**config.mk**
```make
export PLATFORM = sky130hd
export DESIGN_NAME = exec_core_top
export DESIGN_NICKNAME = d
export VERILOG_FILES = /design/src/exec_pkg.sv /design/src/alu.sv /design/src/exec_core_top.sv /design/src/exu_stage.sv /design/src/issue_stage.sv /design/src/reg_file.sv /design/src/writeback_stage.sv
export VERILOG_INCLUDE_DIRS = /design/src
export SDC_FILE = /design/constraint.sdc
export NUM_CORES = 2
export LEC_CHECK = 0
export BUFFER_PORTS_ARGS = -buffer_cell sky130_fd_sc_hd__clkbuf_2
export CAP_MARGIN = 0
export CORE_UTILIZATION = 55
export CTS_CLUSTER_DIAMETER = 40
export DETAILED_ROUTE_END_ITERATION = 8
export PLACE_DENSITY = 0.72
export SLEW_MARGIN = 0
export SYNTH_ARGS = -nofsm -noshare
export SYNTH_HDL_FRONTEND = slang
export SYNTH_SLANG_ARGS = --single-unit
```
**constraint.sdc**
```tcl
create_clock -name clock -period 47.6 [get_ports clock]
set_clock_uncertainty 0.2 [all_clocks]
set_input_delay 14.28 -clock clock [delete_from_list [all_inputs] [get_ports clock]]
set_output_delay 14.28 -clock clock [all_outputs]
set_load 0.01 [all_outputs]
```
**src/exec_defs.svh**
```systemverilog
`ifndef EXEC_DEFS_SVH
`define EXEC_DEFS_SVH

// Data path width of the core.
`define EXEC_XLEN 32

// Number of architectural integer registers.
`define EXEC_NREGS 32

// Width of a register index.
`define EXEC_RIDX_W 5

// ALU opcode width, wide enough for the ten RV32I operations.
`define EXEC_ALU_OP_W 4

// Width of the funct3 field carried with each op.
`define EXEC_FUNCT3_W 3

`endif

```
**src/exec_pkg.sv**
```systemverilog
`default_nettype none

`include "exec_defs.svh"

package exec_pkg;

    typedef enum logic [`EXEC_ALU_OP_W-1:0] {
        ALU_ADD  = 4'd0,
        ALU_SUB  = 4'd1,
        ALU_SLL  = 4'd2,
        ALU_SLT  = 4'd3,
        ALU_SLTU = 4'd4,
        ALU_XOR  = 4'd5,
        ALU_SRL  = 4'd6,
        ALU_SRA  = 4'd7,
        ALU_OR   = 4'd8,
        ALU_AND  = 4'd9
    } alu_op_e;

    typedef enum logic {
        SRC1_RS1 = 1'b0,
        SRC1_PC  = 1'b1
    } src1_sel_e;

    typedef enum logic {
        SRC2_IMM = 1'b0,
        SRC2_RS2 = 1'b1
    } src2_sel_e;

    // Decoded micro-op as delivered by the decoder.
    typedef struct packed {
        logic [`EXEC_XLEN-1:0]     pc;
        logic [`EXEC_RIDX_W-1:0]   rs1;
        logic [`EXEC_RIDX_W-1:0]   rs2;
        logic [`EXEC_RIDX_W-1:0]   rd;
        logic [`EXEC_XLEN-1:0]     imm;
        alu_op_e                   alu_op;
        src1_sel_e                 src1_sel;
        src2_sel_e                 src2_sel;
        logic                      inv_flag;
        logic                      branch_flag;
        logic                      jump_flag;
        logic                      reg_wen;
        logic                      mem_wen;
        logic                      mem_ren;
        logic [`EXEC_FUNCT3_W-1:0] funct3;
    } uop_t;

    // Operands resolved, ready for the ALU.
    typedef struct packed {
        logic [`EXEC_XLEN-1:0]     pc;
        logic [`EXEC_XLEN-1:0]     opnd1;
        logic [`EXEC_XLEN-1:0]     opnd2;
        logic [`EXEC_XLEN-1:0]     rs2_value;
        logic [`EXEC_XLEN-1:0]     imm;
        logic [`EXEC_RIDX_W-1:0]   rd;
        alu_op_e                   alu_op;
        logic                      inv_flag;
        logic                      branch_flag;
        logic                      jump_flag;
        logic                      reg_wen;
        logic                      mem_wen;
        logic                      mem_ren;
        logic [`EXEC_FUNCT3_W-1:0] funct3;
    } ex_req_t;

    typedef struct packed {
        logic [`EXEC_XLEN-1:0]   pc;
        logic [`EXEC_XLEN-1:0]   result;
        logic [`EXEC_RIDX_W-1:0] rd;
        logic                    reg_wen;
        logic                    mem_wen;
        logic                    mem_ren;
        logic                    taken;
        logic [`EXEC_XLEN-1:0]   rs2_value; // Store data for a later memory stage.
    } commit_t;

endpackage

`default_nettype wire

```
**src/alu.sv**
```systemverilog
`default_nettype none

`include "exec_defs.svh"

module alu
    import exec_pkg::*;
(
    input  logic [`EXEC_XLEN-1:0] opnd1,
    input  logic [`EXEC_XLEN-1:0] opnd2,
    input  alu_op_e               op,
    output logic [`EXEC_XLEN-1:0] result
);

    logic [4:0] shamt;

    assign shamt = opnd2[4:0]; // RV32I uses the low five bits.

    always_comb begin
        case (op)
            ALU_ADD:  result = opnd1 + opnd2;
            ALU_SUB:  result = opnd1 - opnd2;
            ALU_SLL:  result = opnd1 << shamt;
            ALU_SLT:  result = {{(`EXEC_XLEN-1){1'b0}}, $signed(opnd1) < $signed(opnd2)};
            ALU_SLTU: result = {{(`EXEC_XLEN-1){1'b0}}, opnd1 < opnd2};
            ALU_XOR:  result = opnd1 ^ opnd2;
            ALU_SRL:  result = opnd1 >> shamt;
            ALU_SRA:  result = $unsigned($signed(opnd1) >>> shamt);
            ALU_OR:   result = opnd1 | opnd2;
            ALU_AND:  result = opnd1 & opnd2;
            default:  result = '0; // Unused encodings.
        endcase
    end

endmodule

`default_nettype wire

```
**src/exec_core_top.sv**
```systemverilog
`default_nettype none

`include "exec_defs.svh"

module exec_core_top
    import exec_pkg::*;
(
    input  logic    clock,
    input  logic    reset,
    input  uop_t    uop,
    input  logic    uop_valid,
    output logic    uop_ready,
    input  logic    flush,
    output commit_t commit,
    output logic    commit_valid,
    input  logic    commit_ready
);

    logic [`EXEC_RIDX_W-1:0] rs1_addr;
    logic [`EXEC_RIDX_W-1:0] rs2_addr;
    logic [`EXEC_XLEN-1:0]   rs1_data;
    logic [`EXEC_XLEN-1:0]   rs2_data;
    logic                    wen;
    logic [`EXEC_RIDX_W-1:0] waddr;
    logic [`EXEC_XLEN-1:0]   wdata;
    logic                    release_en;
    logic [`EXEC_RIDX_W-1:0] release_rd;
    logic                    kill_en;
    logic [`EXEC_RIDX_W-1:0] kill_rd;
    ex_req_t                 req;
    logic                    req_valid;
    logic                    req_ready;
    commit_t                 ex_out;
    logic                    ex_valid;
    logic                    ex_ready;

    issue_stage u_issue (
        .clock, .reset, .uop, .uop_valid, .uop_ready, .rs1_addr, .rs2_addr,
        .rs1_data, .rs2_data, .release_en, .release_rd, .kill_en, .kill_rd,
        .req, .req_valid, .req_ready
    );

    exu_stage u_exu (
        .clock, .reset, .flush, .req, .req_valid, .req_ready,
        .ex_out, .ex_valid, .ex_ready, .kill_en, .kill_rd
    );

    writeback_stage u_wb (
        .clock, .reset, .ex_out, .ex_valid, .ex_ready, .commit, .commit_valid,
        .commit_ready, .wen, .waddr, .wdata, .release_en, .release_rd
    );

    reg_file u_rf (
        .clock, .reset, .rs1_addr, .rs2_addr, .rs1_data, .rs2_data,
        .wen, .waddr, .wdata
    );

endmodule

`default_nettype wire

```
**src/exu_stage.sv**
```systemverilog
`default_nettype none

`include "exec_defs.svh"

module exu_stage
    import exec_pkg::*;
(
    input  logic                    clock,
    input  logic                    reset,
    input  logic                    flush,
    input  ex_req_t                 req,
    input  logic                    req_valid,
    output logic                    req_ready,
    output commit_t                 ex_out,
    output logic                    ex_valid,
    input  logic                    ex_ready,
    output logic                    kill_en,
    output logic [`EXEC_RIDX_W-1:0] kill_rd
);

    ex_req_t               pay_q;
    logic                  reg_wen_q;
    logic                  mem_wen_q;
    logic                  mem_ren_q;
    logic                  jump_q;
    logic                  branch_q;
    logic                  xfer;
    logic [`EXEC_XLEN-1:0] alu_result;
    logic [`EXEC_XLEN-1:0] result;

    assign req_ready = ex_ready; // Ready passes straight through.
    assign xfer      = req_valid & req_ready;

    // A flushed op frees its scoreboard entry right away.
    assign kill_en = xfer & flush & req.reg_wen & (req.rd != '0);
    assign kill_rd = req.rd;

    always_ff @(posedge clock or posedge reset) begin
        if (reset) begin
            ex_valid <= 1'b0;
        end else if (xfer) begin
            ex_valid <= ~flush;
        end else if (ex_ready) begin
            ex_valid <= 1'b0;
        end
    end

    always_ff @(posedge clock or posedge reset) begin
        if (reset) begin
            reg_wen_q <= 1'b0;
            mem_wen_q <= 1'b0;
            mem_ren_q <= 1'b0;
            jump_q    <= 1'b0;
            branch_q  <= 1'b0;
        end else if (xfer) begin
            reg_wen_q <= req.reg_wen & ~flush;
            mem_wen_q <= req.mem_wen & ~flush;
            mem_ren_q <= req.mem_ren & ~flush;
            jump_q    <= req.jump_flag & ~flush;
            branch_q  <= req.branch_flag & ~flush;
        end
    end

    always_ff @(posedge clock) begin
        if (xfer) begin
            pay_q <= req;
        end
    end

    alu u_alu (
        .opnd1  (pay_q.opnd1),
        .opnd2  (pay_q.opnd2),
        .op     (pay_q.alu_op),
        .result (alu_result)
    );

    // Invert flag turns eq into ne, lt into ge.
    assign result = alu_result ^ {{(`EXEC_XLEN-1){1'b0}}, pay_q.inv_flag};

    always_comb begin
        ex_out           = '0;
        ex_out.pc        = pay_q.pc;
        ex_out.result    = result;
        ex_out.rd        = pay_q.rd;
        ex_out.reg_wen   = reg_wen_q;
        ex_out.mem_wen   = mem_wen_q;
        ex_out.mem_ren   = mem_ren_q;
        ex_out.taken     = jump_q | (branch_q & result[0]);
        ex_out.rs2_value = pay_q.rs2_value;
    end

endmodule

`default_nettype wire

```
**src/issue_stage.sv**
```systemverilog
`default_nettype none

`include "exec_defs.svh"

module issue_stage
    import exec_pkg::*;
(
    input  logic                    clock,
    input  logic                    reset,
    input  uop_t                    uop,
    input  logic                    uop_valid,
    output logic                    uop_ready,
    output logic [`EXEC_RIDX_W-1:0] rs1_addr,
    output logic [`EXEC_RIDX_W-1:0] rs2_addr,
    input  logic [`EXEC_XLEN-1:0]   rs1_data,
    input  logic [`EXEC_XLEN-1:0]   rs2_data,
    input  logic                    release_en,
    input  logic [`EXEC_RIDX_W-1:0] release_rd,
    input  logic                    kill_en,
    input  logic [`EXEC_RIDX_W-1:0] kill_rd,
    output ex_req_t                 req,
    output logic                    req_valid,
    input  logic                    req_ready
);

    logic [`EXEC_NREGS-1:0] busy;
    logic                   started;
    logic                   hazard;
    logic                   accept;
    logic                   sb_set;

    assign rs1_addr = uop.rs1;
    assign rs2_addr = uop.rs2;

    // A busy rd is a hazard as well, so each busy bit has one owner.
    assign hazard    = busy[uop.rs1] | busy[uop.rs2] | busy[uop.rd];
    assign uop_ready = started & ~hazard & (~req_valid | req_ready);
    assign accept    = uop_valid & uop_ready;
    assign sb_set    = accept & uop.reg_wen & (uop.rd != '0);

    // Holds off the upstream port for the first cycle after reset.
    always_ff @(posedge clock or posedge reset) begin
        if (reset) begin
            started <= 1'b0;
        end else begin
            started <= 1'b1;
        end
    end

    always_ff @(posedge clock or posedge reset) begin
        if (reset) begin
            busy <= '0;
        end else begin
            if (release_en) busy[release_rd] <= 1'b0; // Writeback retired the op.
            if (kill_en)    busy[kill_rd]    <= 1'b0; // Op dropped by flush.
            if (sb_set)     busy[uop.rd]     <= 1'b1;
        end
    end

    always_ff @(posedge clock or posedge reset) begin
        if (reset) begin
            req_valid <= 1'b0;
        end else if (accept) begin
            req_valid <= 1'b1;
        end else if (req_ready) begin
            req_valid <= 1'b0;
        end
    end

    always_ff @(posedge clock) begin
        if (accept) begin
            req.pc          <= uop.pc;
            req.opnd1       <= (uop.src1_sel == SRC1_PC) ? uop.pc : rs1_data;
            req.opnd2       <= (uop.src2_sel == SRC2_RS2) ? rs2_data : uop.imm;
            req.rs2_value   <= rs2_data;
            req.imm         <= uop.imm;
            req.rd          <= uop.rd;
            req.alu_op      <= uop.alu_op;
            req.inv_flag    <= uop.inv_flag;
            req.branch_flag <= uop.branch_flag;
            req.jump_flag   <= uop.jump_flag;
            req.reg_wen     <= uop.reg_wen;
            req.mem_wen     <= uop.mem_wen;
            req.mem_ren     <= uop.mem_ren;
            req.funct3      <= uop.funct3;
        end
    end

    // A release or a kill only ever frees a bit that its op set.
    busy_release_owned: assert property (@(posedge clock) disable iff (reset)
        (!release_en || busy[release_rd]) && (!kill_en || busy[kill_rd]));

endmodule

`default_nettype wire

```
**src/reg_file.sv**
```systemverilog
`default_nettype none

`include "exec_defs.svh"

module reg_file (
    input  logic                    clock,
    input  logic                    reset,
    input  logic [`EXEC_RIDX_W-1:0] rs1_addr,
    input  logic [`EXEC_RIDX_W-1:0] rs2_addr,
    output logic [`EXEC_XLEN-1:0]   rs1_data,
    output logic [`EXEC_XLEN-1:0]   rs2_data,
    input  logic                    wen,
    input  logic [`EXEC_RIDX_W-1:0] waddr,
    input  logic [`EXEC_XLEN-1:0]   wdata
);

    logic [`EXEC_XLEN-1:0] regs [`EXEC_NREGS];

    // Writes to x0 are dropped so entry 0 keeps its reset value.
    always_ff @(posedge clock or posedge reset) begin
        if (reset) begin
            for (int i = 0; i < `EXEC_NREGS; i++) begin
                regs[i] <= '0;
            end
        end else if (wen && (waddr != '0)) begin
            regs[waddr] <= wdata;
        end
    end

    assign rs1_data = regs[rs1_addr]; // Old value on a same-cycle write.
    assign rs2_data = regs[rs2_addr];

    x0_reads_zero: assert property (@(posedge clock) disable iff (reset)
        ((rs1_addr == '0) |-> (rs1_data == '0)) and
        ((rs2_addr == '0) |-> (rs2_data == '0)));

endmodule

`default_nettype wire

```
**src/writeback_stage.sv**
```systemverilog
`default_nettype none

`include "exec_defs.svh"

module writeback_stage
    import exec_pkg::*;
(
    input  logic                    clock,
    input  logic                    reset,
    input  commit_t                 ex_out,
    input  logic                    ex_valid,
    output logic                    ex_ready,
    output commit_t                 commit,
    output logic                    commit_valid,
    input  logic                    commit_ready,
    output logic                    wen,
    output logic [`EXEC_RIDX_W-1:0] waddr,
    output logic [`EXEC_XLEN-1:0]   wdata,
    output logic                    release_en,
    output logic [`EXEC_RIDX_W-1:0] release_rd
);

    logic consume;

    assign ex_ready = ~commit_valid | commit_ready;
    assign consume  = commit_valid & commit_ready;

    always_ff @(posedge clock or posedge reset) begin
        if (reset) begin
            commit_valid <= 1'b0;
        end else if (ex_valid && ex_ready) begin
            commit_valid <= 1'b1;
        end else if (commit_ready) begin
            commit_valid <= 1'b0;
        end
    end

    always_ff @(posedge clock) begin
        if (ex_valid && ex_ready) begin
            commit <= ex_out;
        end
    end

    // Register write and scoreboard release land on the consuming edge.
    assign release_en = consume & commit.reg_wen & (commit.rd != '0);
    assign release_rd = commit.rd;
    assign wen        = release_en;
    assign waddr      = commit.rd;
    assign wdata      = commit.result;

    commit_held: assert property (@(posedge clock) disable iff (reset)
        (commit_valid && !commit_ready) |=> (commit_valid && $stable(commit)));

endmodule

`default_nettype wire
```
# Yosys cells after proc, flatten, opt, wreduce, memory -nomap -nowiden
# Index checks and enable logic that the tools add are counted.
dict set report word_totals {
  register_bits 1451
  input_bits 99
  output_inout_bits 107
}
dict set report classes {
  addsub 2
  magnitude_cmp 14
  eq_ne 9
  shifts 3
  n_mux 32
  bitwise 39
  n_reduce_logical 13
}
# operator n
set ops {}
lappend ops {{1024-bit bitwise mux} 1}
lappend ops {{32-bit binary-select mux with 5-bit select} 2}
lappend ops {{32-bit 2-to-1 mux} 10}
lappend ops {{32-bit one-hot mux with 10 select lines} 1}
lappend ops {{32-bit demux with 5-bit select} 1}
lappend ops {{32-bit AND} 3}
lappend ops {{32-bit less-than comparator} 2}
lappend ops {{32-bit NOT} 2}
lappend ops {{32-bit bitwise OR} 2}
lappend ops {{32-bit adder} 1}
lappend ops {{32-bit by 5-bit left shift with 32-bit output} 1}
lappend ops {{32-bit by 5-bit right shift with 32-bit output} 1}
lappend ops {{32-bit by 5-bit >>> shifter with 32-bit output} 1}
lappend ops {{32-bit subtractor} 1}
lappend ops {{32-bit by 1-bit XOR with 32-bit output} 1}
lappend ops {{32-bit XOR} 1}
lappend ops {{5-bit by 6-bit less-than comparator with 1-bit output (second input constant)} 5}
lappend ops {{1-bit AND} 18}
lappend ops {{6-bit greater-or-equal comparator (second input constant)} 3}
lappend ops {{5-bit NOT with 6-bit output} 3}
lappend ops {{4-bit by 3-bit == test with 1-bit output (second input constant)} 4}
lappend ops {{1-bit binary-select mux with 5-bit select} 3}
lappend ops {{1-bit demux with 5-bit select} 3}
lappend ops {{5-bit by 1-bit greater-or-equal comparator with 1-bit output (second input constant)} 3}
lappend ops {{11 further kinds} 39}

# Depth between registers and ports, before layout
dict set report depth {
  word_depth 11
  ltp_mapped 16
  ltp_nobuf 12
}

# Hierarchy
# From an unflattened synthesis, not the netlist that was laid out.
dict set report hier_totals {
  cells_unflattened 6811
  area_unflattened_um2 81872.3
}
# module n_inst cells_each area_each_um2 seq_area_each_um2
set modules_own_cells {}
lappend modules_own_cells {reg_file 1 4602 55939.9 25624.6}
lappend modules_own_cells {issue_stage 1 578 9132.5 6195.9}
lappend modules_own_cells {alu 1 1231 8196.6 0.0}
lappend modules_own_cells {exu_stage 1 243 5051.1 4294.1}
lappend modules_own_cells {writeback_stage 1 157 3552.2 3178.0}

# Worst setup path before layout
# OpenSTA, ideal clock, no wires.
dict set report synth_timing {
  path_type {input to output}
  from {input port uop[47] (netlist bit)}
  to {output port uop_ready}
  arrival_time_ns 15.945
  path_slack_ns 17.175
  path_stages 4
  n_path_buf 1
  cell_sequence {buf_2 mux4_2 mux4_2 a2111oi_4}
}
dict set report synth_via {
  elab_chain_len 6
}
# item line
set synth_lines {}
lappend synth_lines {{start, declared} exec_core_top.sv:10} ;# input uop_t uop,
lappend synth_lines {{1-bit binary-select mux with 5-bit select} issue_stage.sv:36} ;# assign hazard = busy[uop.rs1] | busy[uop.rs2] | busy[uop.rd];
lappend synth_lines {{1-bit 2-to-1 mux (implied by the code)} issue_stage.sv:36}
lappend synth_lines {{1-bit bitwise OR} issue_stage.sv:36}
lappend synth_lines {{1-bit NOT} issue_stage.sv:37} ;# assign uop_ready = started & ~hazard & (~req_valid | req_ready);
lappend synth_lines {{1-bit AND (2 in a row)} issue_stage.sv:37}
lappend synth_lines {{end, declared} exec_core_top.sv:12} ;# output logic uop_ready,
# Every way passes these cells. The select of a mux whose other input is x is not followed.

# Worst setup path in the final report
dict set report layout_timing {
  from {input port uop[57] (netlist bit)}
  to {output port uop_ready}
}
dict set report layout_via {
  elab_chain_len 7
}
# item line
set layout_lines {}
lappend layout_lines {{1-bit binary-select mux with 5-bit select} issue_stage.sv:36}
lappend layout_lines {{1-bit 2-to-1 mux (implied by the code)} issue_stage.sv:36}
lappend layout_lines {{1-bit bitwise OR (2 in a row)} issue_stage.sv:36}
lappend layout_lines {{1-bit NOT} issue_stage.sv:37}
lappend layout_lines {{1-bit AND (2 in a row)} issue_stage.sv:37}
# Every way passes these cells. The select of a mux whose other input is x is not followed.

==> run metrics <==
status=completed; vias post-DR=~49000; Initial Utilization=55.7%; Non-Filler Instances=7108; min-delay src=u_rf.regs[1014]; Avg WL per Cell=about 32 microns; Synth Cell Area=around 77000 sq um; setup tns final=0 ns; CTS tree=done; synthesized area per cell=between 15 and 20 sq um; endpoint class of the critical path=primary output; Vias/cell=~7; syn nets=around 5300; met1 Track Usage GR=45.3%; post-layout min period=32.04 ns; Hold Path Class=flop to flop; commonest non-fill, non-tap cell in the layout=mux2_2; total CTS buffers=200; ys async rst share=roughly three quarters; GR Util met3=around 8.0%; CTS Sinks=1451; Setup-failing EPs final=0; most used routing layer=met2; CTS clk-pin slew, worst paths=approximately 0.05 ns; Die ar.=roughly 140000 sq um; headroom to the max-slew limit=between 10% and 20%; Synth area leader=dfrtp_1; post-cts sizing count=0; placed insts=between 6000 and 7000; register area share after synthesis=about half; GRT Residual Overflow=0; vias in the first global route=50000; WS Path Type=input port to primary output; antenna violations before repair=6; worst vdd ir=0.0000325 V; P&R area growth vs syn=12.5%; port bufs=between 200 and 250; area share of the largest cell type after synthesis=34.7%; Post-synth EDFFs=just under 400; global-route wire length before repair=336000 microns; final hold vios=0; Worst Tran Pin Value=approximately 1.2 ns; crit path launch type=input port; CP max-delay cell=buf_12; Synth cell types=between 70 and 80; reg2reg start=u_exu.pay_q[86]; Seq cells post-synth=approximately 1500; most frequent cells in the layout=mux2_2 (1073), dfrtp_1 (1065), mux4_2 (722), edfxtp_1 (386), clkbuf_16 (202); RSZ-0062 raised after global routing=no; Post-Syn Instances=a little over 5000; CTS Hold Buffers Added=0; Fin Hold WS=just under 0.2 ns; Fillers=between 10000 and 15000; CP startpoint=uop[57]; worst-path cell chain=buf_8, buf_12, mux4_2, mux4_2, mux2i_1, nand2_1, a2111oi_4, clkbuf_2; I/O pin count=around 210; largest stage delay on the critical path=0.64 ns; Synth Flop Type=dfrtp_1; router iterations before antenna repair=8; Initial DRC Count=roughly 5400; synth top area cells=dfrtp_1 (35%), mux4_2 (21%), mux2_2 (16%); Final Max Slew Viols=0; Tcrit/Tclk final=about two thirds; Setup Buffers After CTS=0; Leakage=between 30 and 40 nW; Clk Latency, worst-skew pair=approximately 0.83 ns; nets@finish=~5300; fraction of layout cells with a size suffix above 1=a little under half; DRC viols=0; Peak Freq=approximately 0.031 GHz; Pwr Density=approximately 39 nW/um^2; Core ar.=138000 sq um; hpwl dp=133000 microns; M2 GR Usage=49.2%; CTS root buffer=clkbuf_16; FP Rows=136; Die Span Y=approximately 380 microns; Crit Path Max Fanout=between 100 and 150; largest net degree at the start of global routing=~180; WL final=roughly 230000 microns; GRT Total Usage=approximately 33%; yosys warns=0; WP data required=33.12 ns; WP data arrival=roughly 18 ns; Final Wtd Congestion=0.996; Antenna Violating Nets Remaining=0; CTS H-tree depth=4; die width=~380 microns; cell repeated most along the worst path=mux4_2; Max Root-Sink Buffers=3; MaxCap Viol Count=0
Yosys cell counts, drive strengths merged (9+ instances only):
library cell,instances
buf,94
o211ai,25
o21bai,14
or3,12
dfrtp,1065
a21oi,100
o22ai,10
mux2i,71
nor2,175
nand2b,25
a21o,18
clkbuf,407
nor4,10
ha,97
mux4,722
a31oi,18
nor2b,18
o21ai,150
nand3,42
o21a,11
and2,9
a22oi,11
nand2,138
a211oi,24
mux2,1073
o221ai,30
a221oi,18
o311ai,15
inv,107
o31ai,13
nor3,34
o2111ai,11
edfxtp,386
per-stage QoR:
step / cell area [sq um] / util [%] / power, mW / setup WS, ns
final: 86500 / 62.7 / 3.41 / 15.56
after global routing: 86500 / 62.7 / 3.52 / 15.37
after CTS: 86500 / 62.7 / 3.42 / 15.60
after detailed placement: 79400 / 57.5 / 1.88 / 15.60
after global placement: 79400 / 57.5 / 1.87 / 15.59
after floorplan: 76900 / - / 1.74 / 3.14
cell families (layout without fill, tap and decap cells):
| group | Yosys count | after routing | synth area share [%] |
|---|---|---|---|
| fa+ha+maj | 99 | 99 | 1.63 |
| compound gates | 546 | 546 | 4.82 |
| buf+inv | 609 | 781 | 3.01 |
| xor+xnor | 6 | 6 | 0.0684 |
| flops | 1451 | 1451 | 49.8 |
| simple gates | 494 | 494 | 2.90 |
| mux | 1866 | 1866 | 37.8 |
| other cells | 1 | 2 | 0.00488 |
metal layers:
metal / share of wire, % / wire length, microns
met1: 40 / 90200
met5: 0.0057 / 13
met3: 9.7 / 21900
met2: 46 / 104000
met4: 4.6 / 10400
state kept, by name, indices dropped and copies added (netlist names), 5 cells and up:
| name | flops |
|---|---|
| u_issue.req | 143 |
| u_wb.release_rd | 5 |
| u_exu.ex_out | 69 |
| u_exu.pay_q | 69 |
| u_rf.regs | 1024 |
| u_wb.wdata | 32 |
| u_issue.busy | 32 |
| u_wb.commit | 68 |
final timing paths:
check,endpoint,slack [ns],cells after the start
max in group asynchronous,u_rf.regs[72],30.52,5
min in group asynchronous,u_exu.mem_ren_q,13.35,2
worst max register to register,u_wb.wdata[26],42.25,11
worst min-delay path,u_rf.regs[1014],0.20,0
worst max-delay path,uop_ready,15.56,8
worst min register to register,u_rf.regs[1014],0.20,0
critical path: cells and delay by family:
kind	cells	cell delay (ns)
AOI/OAI and AO/OA	1	0.29
and+or+nand+nor	1	0.14
buffers and inverters	3	1.29
muxes	3	1.21
where the power goes:
group | switching, mW | internal, mW
clock | 0.610 | 0.933
combinational | 0.243 | 0.184
sequential | 0.0688 | 1.37
cell type report:
| cell class | count | area (sq um) | share of cell area (%) |
|---|---|---|---|
| Multi-Input combinational cell | 3012 | 36600 | 42.3 |
| Sequential cell | 1451 | 38200 | 44.2 |
| Antenna cell | 1 | 2.50 | 0.00289 |
| Tap cell | 1863 | 2330 | 2.70 |
| Inverter | 108 | 418 | 0.483 |
| Clock buffer | 234 | 5330 | 6.16 |
| Timing Repair Buffer | 299 | 1860 | 2.16 |
| Clock inverter | 140 | 1730 | 2.01 |
No activity file was read; power rests on OpenSTA's default activity.
